===== config.mk =====
export PLATFORM = sky130hd
export DESIGN_NAME = request_unit_flat
export DESIGN_NICKNAME = d
export VERILOG_FILES = /design/src/logic/mem_bus_pkg.sv /design/src/logic/wb_bus_if.sv /design/src/logic/request_unit.sv /design/src/flat_wrapper.sv
export VERILOG_INCLUDE_DIRS = /design/src /design/src/logic
export SDC_FILE = /design/constraint.sdc
export NUM_CORES = 1
export LEC_CHECK = 0
export ABC_AREA = 1
export BUFFER_PORTS_ARGS = -buffer_cell sky130_fd_sc_hd__buf_2
export CAP_MARGIN = 20
export CORE_ASPECT_RATIO = 0.9
export CORE_MARGIN = 4
export CORE_UTILIZATION = 48
export DETAILED_ROUTE_END_ITERATION = 8
export GPL_TIMING_DRIVEN = 0
export PLACE_DENSITY = 0.91
export SLEW_MARGIN = 40
export SYNTH_ARGS = -nofsm -noshare
export SYNTH_HDL_FRONTEND = slang
export SYNTH_SLANG_ARGS = --single-unit

===== constraint.sdc =====
create_clock -name clk -period 4.2 [get_ports clk]
set_clock_uncertainty 0.1 [all_clocks]
set_input_delay 0.63 -clock clk [delete_from_list [all_inputs] [get_ports clk]]
set_output_delay 0.63 -clock clk [all_outputs]
set_load 0.02 [all_outputs]

===== src/logic/mem_settings.svh =====
`ifndef MEM_SETTINGS_SVH
`define MEM_SETTINGS_SVH

// address and data word widths
`define MEM_ADDR_W 32
`define MEM_DATA_W 32

// on-chip memory size in words
`define MEM_DEPTH_WORDS 256

// width of the wait-state field
`define MEM_WAIT_W 4

// config register values after reset
`define MEM_RESET_OFFSET 32'h0000_0000
`define MEM_RESET_WAIT 4'd2

`endif


===== src/logic/mem_bus_pkg.sv =====
package mem_bus_pkg;

    // request unit FSM
    typedef enum logic [1:0] {
        ST_IDLE       = 2'd0,
        ST_DATA_WRITE = 2'd1,  // store on the bus
        ST_DATA_READ  = 2'd2,  // load on the bus
        ST_INSTR_READ = 2'd3   // instruction fetch on the bus
    } req_state_t;

    // kind of a completed bus transfer
    typedef enum logic [1:0] {
        OP_FETCH = 2'd0,
        OP_LOAD  = 2'd1,
        OP_STORE = 2'd2
    } bus_op_t;

    // operation kind of a busy FSM state
    function automatic bus_op_t state_to_op(input req_state_t st);
        bus_op_t op;
        case (st)
            ST_DATA_WRITE: op = OP_STORE;
            ST_DATA_READ:  op = OP_LOAD;
            default:       op = OP_FETCH;
        endcase
        return op;
    endfunction

endpackage


===== src/logic/wb_bus_if.sv =====
`include "mem_settings.svh"

interface wb_bus_if;

    logic                   cyc;    // transfer in progress
    logic                   we;     // 1 = write
    logic [`MEM_ADDR_W-1:0] adr;    // byte address
    logic [`MEM_DATA_W-1:0] dat_w;  // master to slave
    logic [`MEM_DATA_W-1:0] dat_r;  // slave to master and valid with ack
    logic                   ack;    // one-cycle completion

    modport master (
        output cyc,
        output we,
        output adr,
        output dat_w,
        input  dat_r,
        input  ack
    );

    modport slave (
        input  cyc,
        input  we,
        input  adr,
        input  dat_w,
        output dat_r,
        output ack
    );

endinterface


===== src/logic/request_unit.sv =====
`include "mem_settings.svh"

module request_unit (
    input  logic                   clk,
    input  logic                   rst,
    input  logic                   enable_i,
    input  logic [`MEM_ADDR_W-1:0] base_offset_i,
    // CPU side
    input  logic                   fetch_req_i,
    input  logic                   mem_read_i,
    input  logic                   mem_write_i,
    input  logic [`MEM_ADDR_W-1:0] instr_addr_i,
    input  logic [`MEM_ADDR_W-1:0] data_addr_i,
    input  logic [`MEM_DATA_W-1:0] write_data_i,
    output logic [`MEM_DATA_W-1:0] instruction_o,
    output logic [`MEM_DATA_W-1:0] read_data_o,
    output logic                   i_hit_o,
    output logic                   d_hit_o,
    // completion report for the counters
    output logic                   done_valid_o,
    output mem_bus_pkg::bus_op_t   done_op_o,
    wb_bus_if.master               bus
);
    import mem_bus_pkg::*;

    req_state_t             state;
    req_state_t             next_state;
    logic                   data_ok;   // data request may start
    logic                   fetch_ok;  // fetch may start
    logic                   start;     // leaving idle on this edge
    logic                   finish;    // ack seen on this edge
    logic                   cyc_q;
    logic                   we_q;
    logic [`MEM_ADDR_W-1:0] cpu_addr;
    logic [`MEM_ADDR_W-1:0] adr_q;
    logic [`MEM_DATA_W-1:0] dat_w_q;

    // the CPU still holds its request during the hit cycle
    assign data_ok  = enable_i && !d_hit_o;
    assign fetch_ok = enable_i && !i_hit_o;

    // priority is store, load, fetch
    always_comb begin
        next_state = state;
        case (state)
            ST_IDLE: begin
                if (mem_write_i && data_ok) begin
                    next_state = ST_DATA_WRITE;
                end else if (mem_read_i && data_ok) begin
                    next_state = ST_DATA_READ;
                end else if (fetch_req_i && fetch_ok) begin
                    next_state = ST_INSTR_READ;
                end
            end
            default: begin
                if (bus.ack) begin
                    next_state = ST_IDLE;  // enable is only looked at in idle
                end
            end
        endcase
    end

    assign start    = (state == ST_IDLE) && (next_state != ST_IDLE);
    assign finish   = (state != ST_IDLE) && bus.ack;
    assign cpu_addr = (next_state == ST_INSTR_READ) ? instr_addr_i : data_addr_i;

    always_ff @(posedge clk or posedge rst) begin
        if (rst) begin
            state        <= ST_IDLE;
            cyc_q        <= 1'b0;
            we_q         <= 1'b0;
            i_hit_o      <= 1'b0;
            d_hit_o      <= 1'b0;
            done_valid_o <= 1'b0;
        end else begin
            state        <= next_state;
            i_hit_o      <= finish && (state == ST_INSTR_READ);
            d_hit_o      <= finish && (state != ST_INSTR_READ);
            done_valid_o <= finish;
            if (start) begin
                cyc_q <= 1'b1;
                we_q  <= (next_state == ST_DATA_WRITE);
            end else if (finish) begin
                cyc_q <= 1'b0;  // gives one idle cycle between transfers
                we_q  <= 1'b0;
            end
        end
    end

    // address and data held stable for the whole transfer
    always_ff @(posedge clk) begin
        if (start) begin
            adr_q   <= cpu_addr + base_offset_i;  // memory sees translated address
            dat_w_q <= write_data_i;
        end
        if (finish) begin
            done_op_o <= state_to_op(state);
            if (state == ST_INSTR_READ) begin
                instruction_o <= bus.dat_r;
            end
            if (state == ST_DATA_READ) begin
                read_data_o <= bus.dat_r;
            end
        end
    end

    assign bus.cyc   = cyc_q;
    assign bus.we    = we_q;
    assign bus.adr   = adr_q;
    assign bus.dat_w = dat_w_q;

endmodule


===== src/flat_wrapper.sv =====
// flat-port wrapper written by rule: the top's interface ports become plain ports
module request_unit_flat import mem_bus_pkg::*;
  (clk, rst, enable_i, base_offset_i, fetch_req_i, mem_read_i, mem_write_i, instr_addr_i, data_addr_i, write_data_i, instruction_o, read_data_o, i_hit_o, d_hit_o, done_valid_o, done_op_o, bus_cyc, bus_we, bus_adr, bus_dat_w, bus_dat_r, bus_ack);
  wb_bus_if bus_i ();
  input  logic clk;
  input  logic rst;
  input  logic enable_i;
  input  logic [`MEM_ADDR_W-1:0] base_offset_i;
  input  logic fetch_req_i;
  input  logic mem_read_i;
  input  logic mem_write_i;
  input  logic [`MEM_ADDR_W-1:0] instr_addr_i;
  input  logic [`MEM_ADDR_W-1:0] data_addr_i;
  input  logic [`MEM_DATA_W-1:0] write_data_i;
  output logic [`MEM_DATA_W-1:0] instruction_o;
  output logic [`MEM_DATA_W-1:0] read_data_o;
  output logic i_hit_o;
  output logic d_hit_o;
  output logic done_valid_o;
  output mem_bus_pkg::bus_op_t done_op_o;
  output wire logic [$bits(bus_i.cyc)-1:0] bus_cyc;
  output wire logic [$bits(bus_i.we)-1:0] bus_we;
  output wire logic [$bits(bus_i.adr)-1:0] bus_adr;
  output wire logic [$bits(bus_i.dat_w)-1:0] bus_dat_w;
  input wire logic [$bits(bus_i.dat_r)-1:0] bus_dat_r;
  input wire logic [$bits(bus_i.ack)-1:0] bus_ack;
  assign bus_cyc = bus_i.cyc;
  assign bus_we = bus_i.we;
  assign bus_adr = bus_i.adr;
  assign bus_dat_w = bus_i.dat_w;
  assign bus_i.dat_r = bus_dat_r;
  assign bus_i.ack = bus_ack;
  request_unit u_core (.clk(clk), .rst(rst), .enable_i(enable_i), .base_offset_i(base_offset_i), .fetch_req_i(fetch_req_i), .mem_read_i(mem_read_i), .mem_write_i(mem_write_i), .instr_addr_i(instr_addr_i), .data_addr_i(data_addr_i), .write_data_i(write_data_i), .instruction_o(instruction_o), .read_data_o(read_data_o), .i_hit_o(i_hit_o), .d_hit_o(d_hit_o), .done_valid_o(done_valid_o), .done_op_o(done_op_o), .bus(bus_i));
endmodule

==> qor_table.md <==
| Item | Reported |
|---|---|
| Run status | finished, final reports clean |
| Sequential share of the synthesized area | 60.5% |
| Sw Pwr | 0.00224 W |
| Global-route congestion overflow total | 0 |
| Sequential fraction of design power | 36.1% |
| CTS tree | done |
| YS warnings | 0 |
| Crit path DAT | 3.68 ns |
| Remaining design rule violation count | 0 |
| Dominant cell type by count on the critical path | nand2_1 |
| Via Count | 5725 |
| Cell count after synthesis | 581 |
| Layout Utilization | 67.8% |
| Setup TNS | 0 ns |
| GRT Total Usage | 24.8% |
| Maximum number of pins on one net before global-route repair | 35 |
| Number of maximum-capacitance constraint violations | 0 |
| Predominant post-synthesis flop cell | edfxtp_1 |
| Synthesized netlist net count | 783 |
| Slowest library cell on the worst path | fa_1 |
| Final weighted congestion in routability-driven placement | 0.911 |
| Worst slew pin tran | 0.482 ns |
| IO Count | 302 |
| Worst hold-check path type | primary input to async pin |
| Part of the total power dissipated in the clock network | 25.4% |
| Async set-reset flop share out of synthesis | 5.11% |
| Number of clock sinks seen by CTS | 137 |
| Total count of hold-check failures in the final report | 0 |
| PostCTS Resize Cnt | 0 |
| Hold bufs inserted after CTS | 0 |
| Total length of routed wires | 20200 µm |
| First drt pass iteration count | 5 |
| Mean number of vias per cell | 5.14 |
| Worst setup path class | register to register |
| Initial Utilization | 49.7% |
| Drt initial violations | 412 |
| Vias in the first global route | 5812 |
| Clock H-tree levels | 4 |
| Std cell rows | 40 |
| Cell at the root of the clock tree | clkbuf_16 |
| Number of CTS-inserted buffers | 17 |
| Worst EP required | 4.27 ns |
| Cell-by-cell trace of the critical path | nor2_2, nand3_2, o21ai_4, nand2_4, buf_6, mux2_4, ha_1, inv_1, fa_1, o21ai_2, nand2_1, nand2_1, nand3_1, nand2_1, nand3_1, nand3_1, nand2_1 |
| Logic pwr share | 38.5% |
| Max incr delay on CP | 0.46 ns |
| Cell types with the largest area share after synthesis | edfxtp_1, nand2_1, ha_1, mux2_4, a21oi_1 |
| Count of pins over their slew limit | 0 |
| Final routed wire length divided by cell count | 18.1 µm |
| DIE HEIGHT | 120 µm |
| Latest clock arrival within the worst-skew pair | 0.41 ns |
| Fraction of post-synthesis cell area in the top cell type by area | 57.9% |
| HPWL Detailed | 16300 µm |
| Port bufs | 301 |
| Startpoint kind of the worst setup timing path | register |
| Highest ir drop seen on vdd | 0.349 mV |
| Final net count | 1113 |
| Wire length of the first global-routing pass | 30400 µm |
| Leading area contributor after synthesis | edfxtp_1 |
| Cell variety after synth | 31 |
| Relative max-transition margin | 67.6% |
| Area overhead of the layout relative to synthesis | 36.2% |
| Layout cells sized above 1 | 41.7% |
| Total setup violations reported at the end of the flow | 0 |
| Post CTS Setup Buffer Count | 0 |
| Switching power share of the total | 37.4% |
| Highest attainable clock frequency | 277 MHz |
| Worst-case clock buffer depth | 2 |
| Unrepaired setup endpoints after global routing | false |
| Initial antenna violation count | 1 |
| Max Fanout on Critical Path | 10 |
| Avg Inst Size Synth | 11.6 µm² |
| PwrDens | 651 nW/µm² |
| Antenna-violating nets left | 0 |
| Period minus WS final | 3.61 ns |
| Number of enable flip-flop cells after synthesis | 130 |
| Static Leakage | 4.30 nW |
| Die Span X | 133 µm |
| Netlist area before placement | 6750 µm² |
| Internal power | 0.00374 W |
| Count of state elements after synthesis | 137 |
| Crit. End Element | register |
| Final critical-path share of the clock period | 86.0% |
| Core region area | 13600 µm² |
| Die area | 16000 µm² |
| Clock slew at reported path FFs | 0.06 ns |
[power groups by stage]
stage          Combinational, W  Sequential (W)  Clock [W]
2_1_floorplan           0.00102         0.00266          0
3_3_place_gp            0.00221         0.00220          0
3_5_place_dp            0.00230         0.00218          0
4_1_cts                 0.00232         0.00216    0.00155
5_1_grt                 0.00250         0.00219    0.00161
6_report                0.00231         0.00216    0.00152
[worst max-delay path, delay by kind of cell (launching register included)]
kind            cells  cell delay [ns]
compound gates      2             0.37
fa+ha+maj           2             0.67
buf+inv             2             0.30
flops               1             0.45
mux                 1             0.20
simple gates       10             1.26
[sequential cells by signal, indices dropped and copies added (netlist names)]
register              cells
u_core.instruction_o     32
u_core.done_op_o          2
u_core.bus.we             1
u_core.state              2
u_core.bus.dat_w         32
u_core.done_valid_o       1
u_core.bus.cyc            1
u_core.i_hit_o            1
u_core.read_data_o       32
u_core.bus.adr           32
u_core.d_hit_o            1
[layer usage]
layer	track usage (%)	wire length (µm)
met1	29.1	7520
met2	44.5	10600
met3	6.78	1600
met4	7.53	428
met5	0	0
[synth_stat cells, types with 3 or more instances]
| library cell | number |
|---|---|
| o21a_1 | 5 |
| dfrtp_1 | 7 |
| inv_1 | 46 |
| nor2_1 | 53 |
| a21oi_1 | 41 |
| nand3_1 | 37 |
| buf_6 | 3 |
| edfxtp_1 | 130 |
| nor3_1 | 7 |
| nand4_1 | 5 |
| xnor2_1 | 5 |
| o21ai_0 | 21 |
| xor2_1 | 15 |
| mux2_4 | 26 |
| ha_1 | 34 |
| o21bai_1 | 4 |
| mux2_2 | 4 |
| nand2_1 | 122 |
[cells by family after synthesis]
group	count (synthesis)	synth area share, %
flops	137	60.5
mux	30	6.45
xor+xnor	20	2.60
fa+ha+maj	35	6.60
compound gates	77	6.40
simple gates	231	14.3
buf+inv	51	3.17
[per-stage QoR]
step / setup WS [ns] / total power [W] / hold WS [ns] / area (µm²) / std cells
final: 0.587 / 0.00598 / 0.0405 / 9190 / 1114
after global routing: 0.284 / 0.00631 / 0.0524 / 9190 / 1114
after CTS: 0.586 / 0.00603 / 0.0232 / 9190 / 1113
after detailed placement: 0.333 / 0.00449 / 0.392 / 8590 / 1081
after global placement: -0.541 / 0.00440 / 0.369 / 8490 / 1071
after floorplan: 0.709 / 0.00367 / 0.333 / 6750 / 581
[layout make-up]
class,count,area [µm²]
Antenna cell,1,2.50
Timing Repair Buffer,311,1590
Multi-Input combinational cell,393,2460
Tap cell,189,236
Clock inverter,13,169
Sequential cell,137,4080
Fill cell,1033,4370
Buffer,3,33.8
Clock buffer,19,433
Inverter,48,183
[cells in the final DEF (no fill, tap or decap), types with 4 or more instances in the layout]
cell,netlist,routed
buf_6,3,4
o21a_1,5,5
o21bai_1,4,4
nand4_1,5,5
a21oi_1,41,41
nor3_1,7,5
buf_2,0,304
nor2_1,53,53
xnor2_1,5,5
inv_1,46,45
nand3_1,37,37
buf_4,0,5
mux2_2,4,4
clkbuf_16,0,17
nand2_1,122,122
edfxtp_1,130,130
ha_1,34,34
mux2_4,26,26
o21ai_0,21,21
inv_6,0,4
xor2_1,15,15
dfrtp_1,7,7
[worst paths after layout]
kind                                  start                   end  slack, ns  depth (start not counted)
min in group clk           write_data_i[19]  u_core.bus.dat_w[19]       0.29                          1
setup / recovery            u_core.state[0]    u_core.bus.adr[30]       0.59                         17
hold / removal                          rst        u_core.i_hit_o       0.04                          2
setup reg to reg            u_core.state[0]    u_core.bus.adr[30]       0.59                         17
hold reg to reg              u_core.bus.cyc        u_core.bus.cyc       0.40                          2
max in group asynchronous               rst        u_core.bus.cyc       3.74                          2
Power figures use the tool's default switching activity.
