File: config.mk
export PLATFORM = sky130hd
export DESIGN_NAME = bus_ctrl_regs
export DESIGN_NICKNAME = d
export VERILOG_FILES = /design/src/logic/mem_bus_pkg.sv /design/src/logic/cfg_pkg.sv /design/src/logic/bus_ctrl_regs.sv
export VERILOG_INCLUDE_DIRS = /design/src /design/src/logic
export SDC_FILE = /design/constraint.sdc
export NUM_CORES = 1
export LEC_CHECK = 0
export ABC_AREA = 1
export BUFFER_PORTS_ARGS = -buffer_cell sky130_fd_sc_hd__buf_4
export CAP_MARGIN = 10
export CELL_PAD_IN_SITES_DETAIL_PLACEMENT = 1
export CELL_PAD_IN_SITES_GLOBAL_PLACEMENT = 1
export CORE_MARGIN = 4
export CORE_UTILIZATION = 43
export DETAILED_ROUTE_END_ITERATION = 7
export PLACE_DENSITY_LB_ADDON = 0.1
export SETUP_SLACK_MARGIN = 0.2
export SLEW_MARGIN = 30
export SYNTH_ARGS = -nofsm -noshare
export SYNTH_HDL_FRONTEND = slang
export SYNTH_SLANG_ARGS = --single-unit
File: constraint.sdc
create_clock -name clk -period 10.4 [get_ports clk]
set_input_delay 3.12 -clock clk [delete_from_list [all_inputs] [get_ports clk]]
set_output_delay 3.12 -clock clk [all_outputs]
set_load 0.05 [all_outputs]
File: src/logic/mem_settings.svh
`ifndef MEM_SETTINGS_SVH
`define MEM_SETTINGS_SVH

// address and data word widths
`define MEM_ADDR_W 32
`define MEM_DATA_W 32

// on-chip memory size in words
`define MEM_DEPTH_WORDS 256

// width of the wait-state field
`define MEM_WAIT_W 4

// config register values after reset
`define MEM_RESET_OFFSET 32'h0000_0000
`define MEM_RESET_WAIT 4'd2

`endif

File: src/logic/mem_bus_pkg.sv
package mem_bus_pkg;

    // request unit FSM
    typedef enum logic [1:0] {
        ST_IDLE       = 2'd0,
        ST_DATA_WRITE = 2'd1,  // store on the bus
        ST_DATA_READ  = 2'd2,  // load on the bus
        ST_INSTR_READ = 2'd3   // instruction fetch on the bus
    } req_state_t;

    // kind of a completed bus transfer
    typedef enum logic [1:0] {
        OP_FETCH = 2'd0,
        OP_LOAD  = 2'd1,
        OP_STORE = 2'd2
    } bus_op_t;

    // operation kind of a busy FSM state
    function automatic bus_op_t state_to_op(input req_state_t st);
        bus_op_t op;
        case (st)
            ST_DATA_WRITE: op = OP_STORE;
            ST_DATA_READ:  op = OP_LOAD;
            default:       op = OP_FETCH;
        endcase
        return op;
    endfunction

endpackage

File: src/logic/cfg_pkg.sv
package cfg_pkg;

    // register index from byte address bits [5:2]
    typedef enum logic [3:0] {
        REG_CTRL      = 4'd0,  // 0x00 with enable in bit 0
        REG_BASE      = 4'd1,  // 0x04 base offset
        REG_WAIT      = 4'd2,  // 0x08 memory wait states
        REG_FETCH_CNT = 4'd3,  // 0x0c
        REG_LOAD_CNT  = 4'd4,  // 0x10
        REG_STORE_CNT = 4'd5   // 0x14
    } reg_addr_t;

    // AXI response codes in use
    typedef enum logic [1:0] {
        RESP_OKAY   = 2'b00,
        RESP_SLVERR = 2'b10
    } axi_resp_t;

endpackage

File: src/logic/bus_ctrl_regs.sv
`include "mem_settings.svh"

module bus_ctrl_regs (
    input  logic                     clk,
    input  logic                     rst,
    // AXI4-Lite write channels
    input  logic [`MEM_ADDR_W-1:0]   awaddr_i,
    input  logic                     awvalid_i,
    output logic                     awready_o,
    input  logic [`MEM_DATA_W-1:0]   wdata_i,
    input  logic [`MEM_DATA_W/8-1:0] wstrb_i,
    input  logic                     wvalid_i,
    output logic                     wready_o,
    output cfg_pkg::axi_resp_t       bresp_o,
    output logic                     bvalid_o,
    input  logic                     bready_i,
    // AXI4-Lite read channels
    input  logic [`MEM_ADDR_W-1:0]   araddr_i,
    input  logic                     arvalid_i,
    output logic                     arready_o,
    output logic [`MEM_DATA_W-1:0]   rdata_o,
    output cfg_pkg::axi_resp_t       rresp_o,
    output logic                     rvalid_o,
    input  logic                     rready_i,
    // completions from the request unit
    input  logic                     done_valid_i,
    input  mem_bus_pkg::bus_op_t     done_op_i,
    // configuration
    output logic                     enable_o,
    output logic [`MEM_ADDR_W-1:0]   base_offset_o,
    output logic [`MEM_WAIT_W-1:0]   wait_states_o
);
    import cfg_pkg::*;
    import mem_bus_pkg::*;

    logic                   ready_en;  // high from the first cycle after reset
    logic                   wr_fire;
    logic                   rd_fire;
    logic                   wr_known;
    logic                   rd_known;
    reg_addr_t              wr_idx;
    reg_addr_t              rd_idx;
    logic [`MEM_DATA_W-1:0] rd_value;
    logic [`MEM_DATA_W-1:0] fetch_cnt;
    logic [`MEM_DATA_W-1:0] load_cnt;
    logic [`MEM_DATA_W-1:0] store_cnt;

    // only the six words at the bottom of the window exist
    function automatic logic reg_known(input logic [`MEM_ADDR_W-1:0] addr);
        logic [3:0] idx;
        idx = addr[5:2];
        return (addr[`MEM_ADDR_W-1:6] == '0) && (idx <= REG_STORE_CNT);
    endfunction

    assign wr_idx   = reg_addr_t'(awaddr_i[5:2]);
    assign rd_idx   = reg_addr_t'(araddr_i[5:2]);
    assign wr_known = reg_known(awaddr_i);
    assign rd_known = reg_known(araddr_i);

    // address and data taken together with one response outstanding
    assign wr_fire   = ready_en && !bvalid_o && awvalid_i && wvalid_i;
    assign awready_o = wr_fire;
    assign wready_o  = wr_fire;
    assign arready_o = ready_en && !rvalid_o;
    assign rd_fire   = arvalid_i && arready_o;

    always_ff @(posedge clk or posedge rst) begin
        if (rst) begin
            ready_en      <= 1'b0;
            enable_o      <= 1'b0;
            base_offset_o <= `MEM_RESET_OFFSET;
            wait_states_o <= `MEM_RESET_WAIT;
            bvalid_o      <= 1'b0;
            bresp_o       <= RESP_OKAY;
        end else begin
            ready_en <= 1'b1;
            if (bvalid_o && bready_i) begin
                bvalid_o <= 1'b0;
            end
            if (wr_fire) begin
                bvalid_o <= 1'b1;
                bresp_o  <= wr_known ? RESP_OKAY : RESP_SLVERR;
                if (wr_known) begin
                    case (wr_idx)
                        REG_CTRL: begin
                            if (wstrb_i[0]) begin
                                enable_o <= wdata_i[0];
                            end
                        end
                        REG_BASE: begin
                            for (int b = 0; b < `MEM_DATA_W/8; b++) begin
                                if (wstrb_i[b]) begin
                                    base_offset_o[b*8 +: 8] <= wdata_i[b*8 +: 8];
                                end
                            end
                        end
                        REG_WAIT: begin
                            if (wstrb_i[0]) begin
                                wait_states_o <= wdata_i[`MEM_WAIT_W-1:0];
                            end
                        end
                        default: ;  // counters are read-only
                    endcase
                end
            end
        end
    end

    // wrapping completion counters
    always_ff @(posedge clk or posedge rst) begin
        if (rst) begin
            fetch_cnt <= '0;
            load_cnt  <= '0;
            store_cnt <= '0;
        end else if (done_valid_i) begin
            case (done_op_i)
                OP_FETCH: fetch_cnt <= fetch_cnt + 1'b1;
                OP_LOAD:  load_cnt  <= load_cnt + 1'b1;
                OP_STORE: store_cnt <= store_cnt + 1'b1;
                default:  ;
            endcase
        end
    end

    always_comb begin
        rd_value = '0;  // unknown offsets read zero
        if (rd_known) begin
            case (rd_idx)
                REG_CTRL:      rd_value[0] = enable_o;
                REG_BASE:      rd_value = base_offset_o;
                REG_WAIT:      rd_value[`MEM_WAIT_W-1:0] = wait_states_o;
                REG_FETCH_CNT: rd_value = fetch_cnt;
                REG_LOAD_CNT:  rd_value = load_cnt;
                REG_STORE_CNT: rd_value = store_cnt;
                default:       rd_value = '0;
            endcase
        end
    end

    always_ff @(posedge clk or posedge rst) begin
        if (rst) begin
            rvalid_o <= 1'b0;
            rresp_o  <= RESP_OKAY;
            rdata_o  <= '0;
        end else begin
            if (rvalid_o && rready_i) begin
                rvalid_o <= 1'b0;
            end
            if (rd_fire) begin
                rvalid_o <= 1'b1;
                rdata_o  <= rd_value;
                rresp_o  <= rd_known ? RESP_OKAY : RESP_SLVERR;
            end
        end
    end

endmodule

==> results of run 1 <==
==> per-layer routing <==
layer | global-route usage (%) | vias to the layer above | wire length, um
li1 | - | 4358 | -
met1 | 37.8 | 4471 | 14500
met2 | 43.5 | 269 | 15000
met3 | 6.20 | 32 | 2150
met4 | 5.59 | 0 | 466
met5 | 0 | - | 0
==> state kept, by name, summed over array words and instances (netlist names), 4 cells and up <==
name           cells
rdata_o           32
store_cnt         32
load_cnt          32
wait_states_o      4
base_offset_o     32
fetch_cnt         32
==> area by class of cell <==
class                      instances  share of cell area [%]
clock buffer                      22                    4.20
clock inverter                    10                   0.988
inverter                          98                    3.24
multi-input combinational        931                    39.1
sequential                       170                    36.9
tap                              275                    2.99
timing repair buffer             192                    12.5
==> report_power, final <==
| part | internal [uW] | switching, uW |
|---|---|---|
| Clock | 379 | 276 |
| Sequential | 693 | 46.1 |
| Combinational | 64.8 | 101 |
==> cell families (layout without fill, tap and decap cells) <==
| group | count (synthesis) | in the layout | share of synthesized area (%) |
|---|---|---|---|
| fa+ha+maj | 3 | 3 | 0.403 |
| compound gates | 15 | 15 | 0.805 |
| xor+xnor | 62 | 62 | 5.82 |
| other cells | 2 | 3 | 0.0805 |
| flops | 170 | 170 | 45.6 |
| simple gates | 848 | 848 | 41.0 |
| buf+inv | 139 | 322 | 6.29 |
==> worst min-delay path by stage <==
stage,end,slack [ns]
2_1_floorplan,load_cnt[31]$_DFFE_PP0P_,0.45
3_3_place_gp,rdata_o[5]$_DFFE_PP0P_,0.47
3_5_place_dp,rdata_o[3]$_DFFE_PP0P_,0.47
4_1_cts,rdata_o[3]$_DFFE_PP0P_,0.49
5_1_grt,rdata_o[18]$_DFFE_PP0P_,0.51
6_report,rdata_o[3]$_DFFE_PP0P_,0.48
==> critical path: stages <==
cell	delay (ns)
buf_4	0.11
nand2_1	0.05
inv_1	0.05
nand2_2	0.15
inv_1	0.09
buf_4	0.20
==> per-stage QoR <==
stage                     instances  util [%]
after floorplan                1240         -
after global placement         1666      51.6
after detailed placement       1666      51.6
after CTS                      1698      54.5
after global routing           1698      54.5
final                          1698      54.5
==> layout by cell type (no fill, tap or decap), drive strengths merged <==
| cell | n |
|---|---|
| nor4 | 2 |
| o21ai | 14 |
| dfstp | 1 |
| nand3b | 10 |
| dfrtp | 169 |
| a21oi | 1 |
| clkinv | 5 |
| nand2 | 420 |
| xnor2 | 30 |
| clkbuf | 22 |
| nor3 | 18 |
| ha | 3 |
| and3 | 3 |
| buf | 192 |
| nand4 | 96 |
| nand3 | 158 |
| inv | 97 |
| xor2 | 32 |
| clkinvlp | 4 |
| or2 | 2 |
| bufinv | 2 |
| nor2 | 139 |
| conb | 3 |
==> out/qor.yml, run 1 <==
cts-resized-gates: 0
r2r-end: "rresp_o[1]$_DFFE_PP0P_"
route.detailed.drc: 0
cts_buffers: 17
cp_max_fo: 7
drv_cap: 0
synthCells: 1239
clk_latency_ns: 0.43
core_um2: 21200
cts_root_buf: "clkbuf_16"
ys_seq_area_share_pct: 45.6
ff2ff_path_depth: 7
diodes: 0
antenna_found_initial: 0
ys.flop_type: "dfrtp_1"
outcome: "complete, no violations"
max_freq_ghz: 0.145
critPathKind: "input pin to output pin"
syn_to_final_growth_pct: 23.5
powerDensity_nw_per_um2: 135
drt-total-wl_mm: 32.1
yosys_register_bits: 170
yosys-top-cells-count: "nand2_1, dfrtp_1, nand3_1"
ios: 188
p_leak_uw: 0.00576
cts_setup_buffers: 0
rrSetupSlack_ns: 8.15
ys_warn_count: 0
io_buffers: 181
fin_tns_setup_ns: 0
start_util_pct: 44.1
rsz0062_at_grt: "no"
path_clk_slew_ns: 0.07
place.gp.congestion: 0.884
critPathCapture: "wready_o"
final_nets: 1523
via_per_inst: 5.38
dr.pass1.iters: 5
worst_pin_slew_ns: 0.722
cts_htree_levels: 4
placed_area_um2: 10900
setup_slack_ns: 3.51
fill_cells: 2695
cts.hold.buffers_added: 0
hold_depth: 2
grt_pass1_vias: 9521
worstSetupStartpointType: "input pin"
routedWlPerCell_um: 18.9
pre_cts_slack_ns: 3.50
grt_first_pass_wirelength_mm: 51.8
slew_headroom_pct: 51.5
synth_area_per_cell_um2: 7.53
r2r_start: "rvalid_o$_DFFE_PP0P_"
min-delay-start: "rdata_o[3]$_DFFE_PP0P_"
synth_top_cell_by_area: "dfrtp_1"
design_area_um2: 11500
grt_usage_pct: 27.1
design.die.area_um2: 24100
finalCritPeriodShare_pct: 66.2
dp_hpwl_mm: 24.4
die_h_um: 155
synth_area_um2: 9330
maxSlewViolCount: 0
seq_area_um2: 4260
multi_input_area_um2: 4500
ant_nets: 0
final.setup_skew_ns: 0.0122
grt_max_degree: 76
hold_violations: 0
yosys-top-cells-area: "dfrtp_1, nand2_1, nand3_1"
worst_setup_path_end_kind: "output pin"
timing.hold.ws_ns: 0.484
cts_buffer_depth: 2
cts_tree: "yes"
period_minus_slack_ns: 6.89
grt_overflow: 0
synth_top_area_share_pct: 45.3
critPathArrivalTime_ns: 3.77
synth.distinct_cells: 32
ir_worst_vdd_mv: 0.0874
hold_class: "flop to flop"
drive_gt1_share_pct: 18.0
synth_most_common_cell: "nand2_1"
power_uw: 1560
num_vias: 9130
crit_required_ns: 7.28
async_reset_ff_share_pct: 100
die_w_um: 155
row_count: 53
first_iter_violations: 624
worstSetupStartpoint: "wvalid_i"
cts_num_sinks: 170
finalSetupViolCount: 0
synth_edf_count: 0
No activity file was read; power rests on OpenSTA's default activity.
==> inputs of run 2 (changes only) <==
CORE_UTILIZATION = 36   (was 43)
clock period = 5.86 ns   (was 10.4 ns; I/O delays follow)
==> run 2 against run 1 <==
  * Via count is 2.5% lower
  * Routed wire length is 2.0% lower
  * Die area is 18% higher
  * Sequential power is 76% higher
  * Critical path type unchanged
  * Flip-flop and latch count stayed put
  * Critical path depth stayed put
  * Largest power group unchanged
  * Clock power is 76% higher
==> out/qor.yml, run 2 (synthesis gave the netlist of run 1 again) <==
grt_usage_pct: 22.3
via_per_inst: 5.08
hold_class: "flop to flop"
syn_to_final_growth_pct: 24.3
p_int_uw: 1990
p_comb_share_pct: 10.6
cts_tree: "yes"
min_to: "rdata_o[4]$_DFFE_PP0P_"
grt_pass1_vias: 9164
slew_headroom_pct: 50.6
cts_root_buf: "clkbuf_16"
crit_required_ns: 4.10
maxSlewViolCount: 0
fin_tns_setup_ns: 0
routedWlPerCell_um: 18.0
p_leak_uw: 0.00575
drv_cap: 0
grt_overflow: 0
timing.hold.ws_ns: 0.479
start_util_pct: 36.8
powerDensity_nw_per_um2: 237
cts.hold.buffers_added: 0
place.gp.congestion: 0.852
ir_worst_vdd_mv: 0.122
p_sw_uw: 756
clk_latency_ns: 0.43
cts_num_sinks: 170
worst_setup_path_end_kind: "output pin"
grt_max_degree: 105
drive_gt1_share_pct: 18.0
grt_first_pass_wirelength_mm: 50.6
worst_pin_slew_ns: 0.735
num_vias: 8904
finalCritPeriodShare_pct: 70.9
die_h_um: 169
power_frac_seq_pct: 47.5
min-delay-start: "rdata_o[4]$_DFFE_PP0P_"
row_count: 58
die_w_um: 169
cts-resized-gates: 0
finalSetupViolCount: 0
critPathKind: "input pin to output pin"
design.die.area_um2: 28500
dr.pass1.iters: 5
cts_buffers: 17
final_nets: 1524
worstSetupStartpointType: "input pin"
final.setup_skew_ns: 0.0100
path_depth: 6
cpLargestDelayFamily: "buffers and inverters"
max_stage_delay_ns: 0.19
layout_commonest_cell: "nand2_1"
cts_setup_buffers: 0
crit_buf_inv: 4
mostFrequentLayoutCells: "nand2_1, buf_4, dfrtp_1, nand3_1, nor2_1"
dp_hpwl_mm: 24.6
antenna_found_initial: 1
swShare_pct: 27.6
core_um2: 25300
critPathArrivalTime_ns: 2.40
r2r-end: "rresp_o[1]$_DFFE_PP0P_"
max_freq_ghz: 0.241
io_buffers: 181
ant_nets: 0
cp_max_fo: 7
rsz0062_at_grt: "no"
diodes: 0
r2r_start: "rvalid_o$_DFFE_PP0P_"
outcome: "complete, no violations"
route.detailed.drc: 0
rrSetupSlack_ns: 3.59
hold_violations: 0
hold_depth: 2
first_iter_violations: 538
cts_buffer_depth: 2
drt-total-wl_mm: 31.5
ff2ff_path_depth: 7
path_clk_slew_ns: 0.07
period_minus_slack_ns: 4.16
pwr-share-clk_pct: 41.9
ios: 188
cp_slowest_cell: "buf_4"
crit_chain: "buf_4 -> nand2_1 -> inv_1 -> nand2_2 -> inv_1 -> buf_4"
cts_htree_levels: 4
## run 2: routing by layer
metal  GRT usage, %  wire [um]  vias to the layer above
li1               -          -                     4367
met1           32.6      15000                     4287
met2           34.4      14100                      229
met3           5.09       2060                       19
met4           4.02        269                        2
met5              0         13                        -
## run 2: worst min-delay path, cell delays in order (launching register included)
cell	delay [ns]
dfrtp_1	0.34
nand2_1	0.05
nand2_1	0.05
## run 2: worst max path at each step
stage                end      from  slack [ns]
3_3_place_gp    wready_o  wvalid_i        1.71
5_1_grt         wready_o  wvalid_i        1.64
3_5_place_dp   awready_o  wvalid_i        1.70
2_1_floorplan   wready_o  wvalid_i        1.51
6_report       awready_o  wvalid_i        1.70
4_1_cts        awready_o  wvalid_i        1.69
## run 2: power by group through the flow
stage / clock network [uW] / logic [uW] / registers, uW
2_1_floorplan: 0 / 164 / 1310
3_3_place_gp: 0 / 287 / 1320
3_5_place_dp: 0 / 297 / 1320
4_1_cts: 1170 / 298 / 1300
5_1_grt: 1220 / 330 / 1310
6_report: 1150 / 291 / 1300
## run 2: final cells by class
type / count / area (um2)
fillers: 3165 / 13700
multi-input cells: 931 / 4500
flip-flops and latches: 170 / 4260
repair buffers: 193 / 1470
clock buffers: 19 / 443
well taps: 330 / 413
inverters: 98 / 372
clock inverters: 13 / 144
## run 2: through the flow
step | total power [uW] | setup WS, ns | utilization [%] | std cells | cell area, um2
2_1_floorplan | 1480 | 1.51 | - | 1240 | 9330
3_5_place_dp | 1620 | 1.70 | 43.4 | 1722 | 11000
5_1_grt | 2870 | 1.64 | 45.8 | 1754 | 11600
6_report | 2740 | 1.70 | 45.8 | 1754 | 11600
4_1_cts | 2770 | 1.69 | 45.7 | 1754 | 11600
3_3_place_gp | 1610 | 1.71 | 43.4 | 1722 | 11000
